[src/rtl/mem_ctrl_pkg.sv]
`default_nettype none

package mem_ctrl_pkg;

    // datapath geometry
    localparam int data_w = 64;
    localparam int addr_w = 32;

    // sequencer geometry, one block = 341 lines of 4 beats
    localparam int beats          = 4;
    localparam int square_lines   = 336;
    localparam int last_line      = 340;
    localparam int save_wen_line  = 339;
    localparam int state_off_line = 338;

    // hash ram holds A, secret ram holds S then the result tile
    localparam int a_stride       = 1344 * 16;
    localparam int se_stride      = 1344 * 8;
    localparam int half_offset    = 4 * se_stride;  // odd blocks use the upper secret half
    localparam int b_base         = 1344 * 64;
    localparam int hash_line_step = 64;
    localparam int sp_line_step   = 32;
    localparam int save_pair_step = 512;
    localparam int save_half_step = 64;
    localparam int save_row_step  = 128;

    typedef logic [2:0] mode_t;
    localparam mode_t as_mode = 3'd1;

    typedef enum logic [3:0] {
        st_free   = 4'd0,
        st_square = 4'd1,
        st_save   = 4'd2,
        st_wait   = 4'd3
    } seq_state_t;

    typedef logic [$clog2(beats)-1:0] beat_t;
    typedef logic [8:0]               line_t;
    typedef logic [9:0]               block_t;

endpackage

`default_nettype wire

[src/rtl/seq_if.sv]
`timescale 1ns/1ps
`default_nettype none

interface seq_if;
    import mem_ctrl_pkg::*;

    seq_state_t state;
    beat_t      beat;
    line_t      line;
    block_t     block;
    logic       step;   // high in the last wait cycle before a new block

    modport seq (output state, output beat, output line, output block, output step);

    // address side needs block for the secret half and save base
    modport addr (input state, input beat, input line, input block);

    modport feed (input state, input beat, input line, input step);

endinterface

`default_nettype wire

[src/rtl/mat_seq.sv]
`timescale 1ns/1ps
`default_nettype none

module mat_seq (
    input  logic                     clk,
    input  logic                     rst_n,
    input  logic                     calc_init,
    input  mem_ctrl_pkg::mode_t      mem_mode,
    input  logic                     hash_ready,
    output logic                     systolic_mode,
    output mem_ctrl_pkg::seq_state_t current_state,
    seq_if.seq                       seq
);
    import mem_ctrl_pkg::*;

    seq_state_t state;
    seq_state_t next_state;
    mode_t      mode;
    beat_t      beat;
    line_t      line;
    block_t     block;
    logic       computing;
    logic       beat_last;
    logic       square_done;
    logic       save_done;
    logic       restart;

    assign computing   = (state == st_square) || (state == st_save);
    assign beat_last   = (beat == beat_t'(beats - 1));
    assign square_done = beat_last && (line == line_t'(square_lines - 1));
    assign save_done   = beat_last && (line == line_t'(last_line));
    assign restart     = (state == st_wait) && hash_ready;  // level handshake

    always_comb begin
        next_state = state;
        case (state)
            st_free: begin
                if (mode == as_mode) begin
                    next_state = st_square;
                end
            end
            st_square: begin
                if (square_done) begin
                    next_state = st_save;
                end
            end
            st_save: begin
                if (save_done) begin
                    next_state = st_wait;
                end
            end
            st_wait: begin
                if (hash_ready) begin
                    next_state = st_square;
                end
            end
            default: next_state = st_free;
        endcase
    end

    always_ff @(posedge clk or negedge rst_n) begin
        if (!rst_n) begin
            state         <= st_free;
            mode          <= '0;
            systolic_mode <= 1'b0;
        end else begin
            if (calc_init) begin
                state <= st_free;     // new request always restarts from idle
                mode  <= mem_mode;
            end else begin
                state <= next_state;
            end
            systolic_mode <= (mode == as_mode);
        end
    end

    // beat and line only run while computing
    always_ff @(posedge clk or negedge rst_n) begin
        if (!rst_n) begin
            beat <= '0;
            line <= '0;
        end else if (calc_init || restart) begin
            beat <= '0;
            line <= '0;
        end else if (computing) begin
            beat <= beat + 1'b1;
            if (beat_last) begin
                line <= (line == line_t'(last_line)) ? '0 : line + 1'b1;
            end
        end
    end

    always_ff @(posedge clk or negedge rst_n) begin
        if (!rst_n) begin
            block <= '0;
        end else if (calc_init) begin
            block <= '0;
        end else if (state == st_save && save_done) begin
            block <= block + 1'b1;  // moves secret half and save base
        end
    end

    assign seq.state     = state;
    assign seq.beat      = beat;
    assign seq.line      = line;
    assign seq.block     = block;
    assign seq.step      = restart;
    assign current_state = state;

endmodule

`default_nettype wire

[src/rtl/addr_gen.sv]
`timescale 1ns/1ps
`default_nettype none

module addr_gen (
    seq_if.addr                              pos,
    input  logic [mem_ctrl_pkg::data_w-1:0]  bram_data_sp,
    output logic [mem_ctrl_pkg::addr_w-1:0]  addr_hash,
    output logic [mem_ctrl_pkg::addr_w-1:0]  addr_sp,
    output logic [mem_ctrl_pkg::addr_w-1:0]  addr_sp_2,
    output logic                             wen_sp_2,
    output logic [mem_ctrl_pkg::data_w-1:0]  data_adder
);
    import mem_ctrl_pkg::*;

    logic [addr_w-1:0] half_base;
    logic [addr_w-1:0] save_base;
    beat_t             row_rd;
    beat_t             row_wr;

    assign half_base = pos.block[0] ? addr_w'(half_offset) : '0;

    // result tile base, two blocks per pair of row groups
    assign save_base = addr_w'(b_base)
                     + addr_w'(pos.block >> 1) * save_pair_step
                     + (pos.block[0] ? addr_w'(save_half_step) : '0);

    assign row_rd = beat_t'(2) - pos.beat;
    assign row_wr = row_rd + beat_t'(2);   // write lags read by two rows

    always_comb begin
        addr_hash  = '0;
        addr_sp    = '0;
        addr_sp_2  = '0;
        wen_sp_2   = 1'b0;
        data_adder = '0;
        case (pos.state)
            st_square: begin
                addr_hash = addr_w'(pos.line) * hash_line_step
                          + addr_w'(pos.beat) * a_stride;
                addr_sp   = addr_w'(pos.line) * sp_line_step
                          + addr_w'(pos.beat) * se_stride + half_base;
            end
            st_save: begin
                addr_hash  = addr_w'(1);
                addr_sp    = save_base + addr_w'(row_rd) * save_row_step;
                addr_sp_2  = save_base + addr_w'(row_wr) * save_row_step;
                data_adder = bram_data_sp;
                // four beat burst straddling the last two lines
                wen_sp_2   = (pos.line == line_t'(save_wen_line) && pos.beat != '0)
                          || (pos.line == line_t'(last_line) && pos.beat == '0);
            end
            default: ;
        endcase
    end

endmodule

`default_nettype wire

[src/rtl/systolic_feed.sv]
`timescale 1ns/1ps
`default_nettype none

module systolic_feed (
    input  logic                             clk,
    input  logic                             rst_n,
    input  logic                             calc_init,
    seq_if.feed                              pos,
    input  logic [mem_ctrl_pkg::data_w-1:0]  bram_data_hash,
    input  logic [mem_ctrl_pkg::data_w-1:0]  bram_data_sp,
    output logic [mem_ctrl_pkg::data_w-1:0]  data_left,
    output logic [mem_ctrl_pkg::data_w-1:0]  data_right,
    output logic                             systolic_enable,
    output logic                             systolic_state,
    output logic                             transposition_select,
    output logic                             transposition_rst_sync
);
    import mem_ctrl_pkg::*;

    logic squaring;
    logic saving;
    logic beat_last;
    logic enable_d;
    logic state_d;

    assign squaring  = (pos.state == st_square);
    assign saving    = (pos.state == st_save);
    assign beat_last = (pos.beat == beat_t'(beats - 1));

    // operands only flow during the product phase
    assign data_left  = squaring ? bram_data_hash : '0;
    assign data_right = squaring ? bram_data_sp : '0;

    // array keeps running while the tile drains out
    assign enable_d = squaring
                   || (saving && !(beat_last && pos.line == line_t'(last_line)));

    // compute flag drops after line 338
    assign state_d = squaring
                  || (saving && (pos.line < line_t'(state_off_line)
                  || (pos.line == line_t'(state_off_line) && !beat_last)));

    always_ff @(posedge clk or negedge rst_n) begin
        if (!rst_n) begin
            systolic_enable <= 1'b0;
            systolic_state  <= 1'b0;
        end else begin
            systolic_enable <= enable_d;
            systolic_state  <= state_d;
        end
    end

    // ping-pong transposer
    always_ff @(posedge clk or negedge rst_n) begin
        if (!rst_n) begin
            transposition_select   <= 1'b1;
            transposition_rst_sync <= 1'b0;
        end else begin
            transposition_rst_sync <= pos.step;  // first cycle of the new block
            if (calc_init || pos.step) begin
                transposition_select <= 1'b1;
            end else if ((squaring || saving) && pos.beat == '0) begin
                transposition_select <= ~transposition_select;
            end
        end
    end

endmodule

`default_nettype wire

[src/rtl/mem_ctrl.sv]
`timescale 1ns/1ps
`default_nettype none

module mem_ctrl (
    input  logic                             clk,
    input  logic                             rst_n,
    input  mem_ctrl_pkg::mode_t              mem_mode,
    input  logic                             calc_init,
    input  logic [mem_ctrl_pkg::data_w-1:0]  bram_data_sp,
    input  logic [mem_ctrl_pkg::data_w-1:0]  bram_data_hash,
    input  logic                             hash_ready,
    output logic [mem_ctrl_pkg::data_w-1:0]  data_left,
    output logic [mem_ctrl_pkg::data_w-1:0]  data_right,
    output logic [mem_ctrl_pkg::data_w-1:0]  data_adder,
    output logic [mem_ctrl_pkg::addr_w-1:0]  addr_sp,
    output logic [mem_ctrl_pkg::addr_w-1:0]  addr_sp_2,
    output logic [mem_ctrl_pkg::addr_w-1:0]  addr_hash,
    output logic                             wen_sp_2,
    output logic                             systolic_mode,
    output logic                             systolic_enable,
    output logic                             systolic_state,
    output logic                             transposition_select,
    output logic                             transposition_rst_sync,
    output mem_ctrl_pkg::seq_state_t         current_state
);

    seq_if i_seq_if ();

    mat_seq i_mat_seq (
        .clk           (clk),
        .rst_n         (rst_n),
        .calc_init     (calc_init),
        .mem_mode      (mem_mode),
        .hash_ready    (hash_ready),
        .systolic_mode (systolic_mode),
        .current_state (current_state),
        .seq           (i_seq_if.seq)
    );

    addr_gen i_addr_gen (
        .pos          (i_seq_if.addr),
        .bram_data_sp (bram_data_sp),
        .addr_hash    (addr_hash),
        .addr_sp      (addr_sp),
        .addr_sp_2    (addr_sp_2),
        .wen_sp_2     (wen_sp_2),
        .data_adder   (data_adder)
    );

    systolic_feed i_systolic_feed (
        .clk                    (clk),
        .rst_n                  (rst_n),
        .calc_init              (calc_init),
        .pos                    (i_seq_if.feed),
        .bram_data_hash         (bram_data_hash),
        .bram_data_sp           (bram_data_sp),
        .data_left              (data_left),
        .data_right             (data_right),
        .systolic_enable        (systolic_enable),
        .systolic_state         (systolic_state),
        .transposition_select   (transposition_select),
        .transposition_rst_sync (transposition_rst_sync)
    );

endmodule

`default_nettype wire

[config.mk]
export PLATFORM = sky130hd
export DESIGN_NAME = mem_ctrl
export DESIGN_NICKNAME = d
export VERILOG_FILES = /design/src/rtl/mem_ctrl_pkg.sv /design/src/rtl/seq_if.sv /design/src/rtl/mat_seq.sv /design/src/rtl/addr_gen.sv /design/src/rtl/systolic_feed.sv /design/src/rtl/mem_ctrl.sv
export SDC_FILE = /design/constraint.sdc
export NUM_CORES = 1
export LEC_CHECK = 0
export CORE_AREA = 4 4 166 168
export DETAILED_ROUTE_END_ITERATION = 16
export DIE_AREA = 0 0 170 172
export DONT_BUFFER_PORTS = 1
export GPL_ROUTABILITY_DRIVEN = 0
export PLACE_DENSITY = 0.32
export SETUP_SLACK_MARGIN = 0.02
export SYNTH_ARGS = -nofsm -noshare
export SYNTH_HDL_FRONTEND = slang
export SYNTH_SLANG_ARGS = --single-unit
[constraint.sdc]
create_clock -name clk -period 2.73 [get_ports clk]
set_input_delay 0.273 -clock clk [delete_from_list [all_inputs] [get_ports clk]]
set_output_delay 0.273 -clock clk [all_outputs]
set_load 0.02 [all_outputs]
# Word-level counts from Yosys, hierarchy flattened

Index checks and enable logic that the tools add are counted.

Word-level logic and storage cells: 91
Bits in registers: 33

Magnitude comparators: 1
Bitwise gates (word level): 1
Mux-type cells: 25
Equal/unequal tests: 13
Add/sub/neg operators: 12
Reduce and logical (&&, ||, !) cells: 27
Multiply operators: 2

Operator list:

| operator                                            | number |
|---|---|
| 2-to-1 mux 64 bit                                   | 3 |
| one-hot mux 32 bit (2 select lines)                 | 2 |
| adder 32 bit                                        | 2 |
| adder 32 x 9 -> 32 bit                              | 2 |
| equality test 9 bit, second input constant          | 4 |
| 2-to-1 mux 9 bit                                    | 4 |
| 2-to-1 mux 32 bit                                   | 1 |
| 2-to-1 mux 10 bit                                   | 2 |
| 2-to-1 mux 4 bit                                    | 5 |
| adder 17 x 18 -> 19 bit, first input constant       | 1 |
| adder 15 x 17 -> 18 bit                             | 1 |
| adder 14 x 16 -> 17 bit                             | 1 |
| 2-to-1 mux 16 bit                                   | 1 |
| one-hot mux 4 bit (4 select lines)                  | 1 |
| multiplier 2 x 5 -> 7 bit, second input constant    | 2 |
| adder 10 x 1 -> 10 bit, second input constant       | 1 |
| logical AND 1 bit                                   | 10 |
| nonzero test 2 bit                                  | 5 |
| adder 9 x 1 -> 9 bit, second input constant         | 1 |
| less-than comparator 9 bit, second input constant   | 1 |
| inequality test 3 bit, second input constant        | 3 |
| equality test 4 x 2 -> 1 bit, second input constant | 2 |
| 2-to-1 mux 7 bit                                    | 1 |
| logical OR 1 bit                                    | 6 |
| 15 further kinds                                    | 19 |

# Longest topological paths before layout

Word-level depth: 6
Gate-level depth with buffers: 13
Depth with buffers taken out: 13

# Hierarchy

From an unflattened synthesis, not the netlist that was laid out.

Cell total of the unflattened synthesis: 570
Area total of the unflattened synthesis: 4416.7 um^2

Modules (own cells, without submodules):

| module        | instances | cells an instance | area an instance (um^2) |
|---|---|---|---|
| addr_gen      | 1         | 248               | 1752.9 |
| mat_seq       | 1         | 154               | 1540.2 |
| systolic_feed | 1         | 168               | 1123.6 |

# Worst setup path before layout

No wires, ideal clock.

Path kind: register to output
Start point: reg i_mat_seq.line[4], in the netlist i_mat_seq.seq.line[4]
End point: out addr_sp[16] in the netlist's numbering
Stages on the path, launching flop included: 14
Path buffers: 0
Slack: -354 ps
Arrival time: 2811 ps
Cell sequence: dfrtp_1 -> ha_1 -> inv_1 -> fa_1 -> nor2b_1 -> o21ai_0 -> nand2_1 -> xor2_1 -> ha_1 -> nand4b_1 -> mux2_2 -> a21oi_1 -> nand2_1 -> a21boi_0

Word-level cells in the longest chain between the ends: 3

Ends and longest elaborated chain:

| element                             | RTL line       | text |
|---|---|---|
| start: declaration                  | mat_seq.sv:20  | `line_t line;` |
| start signal: assignment            | mat_seq.sv:88  | `line <= (line == line_t'(last_line)) ? '0 : line + 1'b1;` |
| adder 14 x 16 -> 17 bit             | addr_gen.sv:41 | `+ addr_w'(pos.beat) * se_stride + half_base;` |
| adder 32 bit                        | addr_gen.sv:41 |  |
| one-hot mux 32 bit (2 select lines) | addr_gen.sv:36 | `case (pos.state)` |
| end: declaration                    | mem_ctrl.sv:15 | `output logic [mem_ctrl_pkg::addr_w-1:0] addr_sp,` |

No other way between the ends.

# Final worst setup path

Start point: reg i_mat_seq.line[4], in the netlist i_mat_seq.seq.line[4]
End point: out addr_sp[14] in the netlist's numbering

Same word-level chain as after synthesis.

==> out/qor.log <==
qor: synth.syn_area_per_cell 7.49 sq um
qor: synth.synth_top_cell_by_area sky130_fd_sc_hd__and2_1
qor: layout.layout-drive-gt1-share 17.7%
qor: floorplanning.die_wd 170 um
qor: sta.setup_repair_after_global_routing_missed_its_margin yes
qor: sta.final-max-slew-violation-count 0
qor: clocking.worst_skew_pair.late_latency 0.27 ns
qor: run.cap_viol_max_count 0
qor: pwr.total_power 4.12 mW
qor: sta.fin_ws -0.387 ns
qor: setup_path.timing.critical_path.from_type register
qor: synth.synth_area 4180 sq um
qor: drt.drt.antenna.violating_nets 0
qor: synth.synth_area_leaders sky130_fd_sc_hd__and2_1 (31%), sky130_fd_sc_hd__dfrtp_1 (18%), sky130_fd_sc_hd__buf_4 (11%), sky130_fd_sc_hd__ha_1 (6.0%), sky130_fd_sc_hd__clkbuf_1 (2.9%)
qor: setup_path.critPathMaxFanout 5
qor: synth.number_of_synthesized_flops_with_an_enable_pin 0
qor: sta.hold_violations 0
qor: sta.period_share 114%
qor: clocking.cts_clk_pin_slew_worst_paths 0.05 ns
qor: grt.first_global_vias 3494
qor: sta.setup_violations 5
qor: synth.yosys.area.top_type_share 31.4%
qor: drt.detailedRoute.firstPassIterationCount 4
qor: synth.postSynth.asyncResetShare 100%
qor: layout.final_net_count 745
qor: synth.synthCells 558
qor: grt.grt_first_pass_wirelength 25800 um
qor: sta.finalWorstPathRequiredPeriod 3.12 ns
qor: sta.max_freq 321 MHz
qor: synth.synth.ff_latch_count 31
qor: setup_path.timing.critical_path.to_type output port
qor: floorplanning.floorplan.die.height 172 um
qor: pwr.pwr_density_cell 807 nW/um^2
qor: grt.grt_antenna_before_repair 8
qor: floorplanning.io_pins 433
qor: drt.route.detailed.drc 0
qor: sta.max_slew_margin 54.7%
qor: sta.skew 0.00568 ns
qor: floorplanning.rows 59
qor: grt.grt_start_max_net_pins 86
qor: run_status.violations negative setup slack
qor: synth.synth_seq_area_share 18.6%
qor: sta.final_total_negative_setup_slack -1.45 ns
qor: drt.drt_iter0_markers 192
qor: setup_path.critical_path_class register to output port
qor: layout.count_of_filler_cells_inserted_in_the_layout 2914
qor: layout.finalCoreUtilization 19.7%
qor: grt.globalRouteOverflowTotal 0
qor: place.detailed_place_hpwl 17600 um
qor: pwr.ir_drop 0.342 mV
qor: setup_path.critPathRequiredTime 2.46 ns
qor: min_path.holdCritPathClass input pin to register
qor: synth.ys_dominant_reg_cell sky130_fd_sc_hd__dfrtp_1
qor: clocking.cts-buffers-inserted 5
qor: drt.finalWirelength 20500 um
qor: layout.syn2layout_area_growth 22.1%
qor: synth.yosysWarnings 0
qor: clocking.max-clock-path-buffers 2
qor: clocking.cts-htree-levels 2
qor: floorplanning.die_ar 29200 sq um
qor: floorplanning.design.core.area 25900 sq um
qor: run_status.outcome complete, but fails checks
qor: clocking.clockRootBuffer sky130_fd_sc_hd__clkbuf_16
qor: clocking.cts_tree done
qor: floorplanning.start_util 16.1%
qor: sta.timing_worst_slew_pin_value 0.676 ns
qor: place.detailed_place.area 4720 sq um
qor: drt.vias 3740
qor: grt.groute.usage.overall 12.2%
qor: synth.synthDistinctLibCells 52
qor: setup_path.worst_path_arrival 2.84 ns
qor: drt.post_drt_wl_per_cell 22.0 um
qor: place.numPortBuffers 0
qor: sta.fin_worst_hold_slack 0.0607 ns
qor: clocking.cts.sink_count 31
qor: pwr.leakagePower 2.26 nW
qor: layout.post_route_design_area 5110 sq um
qor: drt.via_density_per_instance 4.03
## power breakdown
group | internal [mW] | switching (mW)
combinational | 0.790 | 2.20
sequential | 0.512 | 0.0647
clock | 0.355 | 0.194
## cell usage after synthesis, types with 10 or more instances
library cell               number
sky130_fd_sc_hd__inv_1         18
sky130_fd_sc_hd__nor2_1        21
sky130_fd_sc_hd__clkbuf_1      32
sky130_fd_sc_hd__ha_1          20
sky130_fd_sc_hd__nand2_1       25
sky130_fd_sc_hd__and2_1       210
sky130_fd_sc_hd__buf_4         60
sky130_fd_sc_hd__a21oi_1       20
sky130_fd_sc_hd__dfrtp_1       30
sky130_fd_sc_hd__nand3_1       10
sky130_fd_sc_hd__xnor2_1       11
sky130_fd_sc_hd__xor2_1        10
## registers in the layout, indices dropped and copies added, names as in the netlist
| register | cells |
|---|---|
| i_mat_seq.current_state | 2 |
| i_systolic_feed.systolic_enable | 1 |
| i_mat_seq.systolic_mode | 1 |
| i_mat_seq.mode | 3 |
| i_systolic_feed.transposition_select | 1 |
| i_systolic_feed.transposition_rst_sync | 1 |
| i_mat_seq.seq.beat | 2 |
| i_systolic_feed.systolic_state | 1 |
| i_mat_seq.seq.line | 9 |
| i_mat_seq.seq.block | 10 |
## through the flow
step	std cells	setup WS [ns]
floorplan	616	-0.0683
global placement	910	-0.150
detailed placement	910	-0.151
CTS	920	-0.370
global route	929	-0.543
finish	929	-0.387
## worst max-delay path: stages (launching register included)
cell and delay [ns]:
sky130_fd_sc_hd__dfrtp_1 0.35, sky130_fd_sc_hd__ha_2 0.19, sky130_fd_sc_hd__inv_2 0.04, sky130_fd_sc_hd__fa_2 0.34, sky130_fd_sc_hd__nor2b_2 0.13, sky130_fd_sc_hd__o21ai_2 0.07
sky130_fd_sc_hd__nand2_2 0.07, sky130_fd_sc_hd__xor2_2 0.21, sky130_fd_sc_hd__ha_4 0.25, sky130_fd_sc_hd__and4b_1 0.22, sky130_fd_sc_hd__a211oi_4 0.25, sky130_fd_sc_hd__and3_4 0.22
sky130_fd_sc_hd__mux2i_1 0.09, sky130_fd_sc_hd__nand2_2 0.14
## cells by family (layout without fill, tap and decap cells)
logic type / Yosys count / in the layout / synth area share, %
AO/OA/AOI/OAI: 53 / 53 / 8.11
XOR/XNOR: 21 / 21 / 4.40
adder cells (fa/ha/maj): 21 / 21 / 6.46
buffers and inverters: 110 / 83 / 15.3
flip-flops: 31 / 31 / 18.6
multiplexers: 8 / 8 / 2.03
other: 1 / 64 / 0.0897
AND/OR/NAND/NOR: 313 / 313 / 45.1
## metal layers
layer	vias to the layer above	routed length, um	global-route usage [%]
met2	214	8790	16.8
li1	1730	-	-
met4	0	385	3.02
met1	1783	8460	16.1
met3	13	2820	7.36
met5	-	0	0
## final cells by class
class	instances	area, sq um	area share, %
Tap cell	335	419	8.21
Clock inverter	1	5.00	0.0980
Multi-Input combinational cell	475	3190	62.5
Inverter	18	67.6	1.32
Clock buffer	6	139	2.72
Sequential cell	31	777	15.2
Timing Repair Buffer	58	495	9.70
Antenna cell	5	12.5	0.245
## placed cells by master, fill, tap and decap left out, types with 4 or more instances in the layout
master,Yosys,final
sky130_fd_sc_hd__and2_1,210,210
sky130_fd_sc_hd__conb_1,1,59
sky130_fd_sc_hd__buf_4,60,51
sky130_fd_sc_hd__dfrtp_1,30,30
sky130_fd_sc_hd__nand2_1,25,22
sky130_fd_sc_hd__nor2_1,21,21
sky130_fd_sc_hd__a21oi_1,20,18
sky130_fd_sc_hd__inv_1,18,17
sky130_fd_sc_hd__ha_1,20,13
sky130_fd_sc_hd__xnor2_1,11,10
sky130_fd_sc_hd__nand3_1,10,9
sky130_fd_sc_hd__nor2b_1,9,8
sky130_fd_sc_hd__and3_1,9,8
sky130_fd_sc_hd__xor2_1,10,8
sky130_fd_sc_hd__o21ai_0,8,7
sky130_fd_sc_hd__o21a_1,6,6
sky130_fd_sc_hd__diode_2,0,5
sky130_fd_sc_hd__nand4_1,5,5
sky130_fd_sc_hd__clkbuf_16,0,5
sky130_fd_sc_hd__mux2i_1,4,4
sky130_fd_sc_hd__ha_4,0,4
sky130_fd_sc_hd__buf_12,0,4
## timing repair
| item | in CTS | in global routing |
|---|---|---|
| hold endpoints to repair | 31 | 0 |
| buffers inserted | 1 | 5 |
| resized for setup | 8 | 19 |
| cloned | 0 | 0 |
| hold buffers | 2 | 0 |
| pin swaps | 9 | 12 |
| endpoints found under the setup margin | 4 | 5 |
## path summary, 6_finish.rpt
kind	from	end	slack, ns	cells past startpoint
hold / removal	calc_init	i_mat_seq.seq.block[3]	0.06	1
setup / recovery	i_mat_seq.seq.line[4]	addr_sp[14]	-0.39	13
hold reg to reg	i_mat_seq.mode[1]	i_mat_seq.systolic_mode	0.46	1
max in group asynchronous	rst_n	i_systolic_feed.transposition_select	2.03	2
setup reg to reg	i_mat_seq.seq.beat[0]	i_mat_seq.current_state[0]	0.48	8
min in group asynchronous	rst_n	i_mat_seq.mode[2]	0.44	2
(Power assumes the default switching activity.)
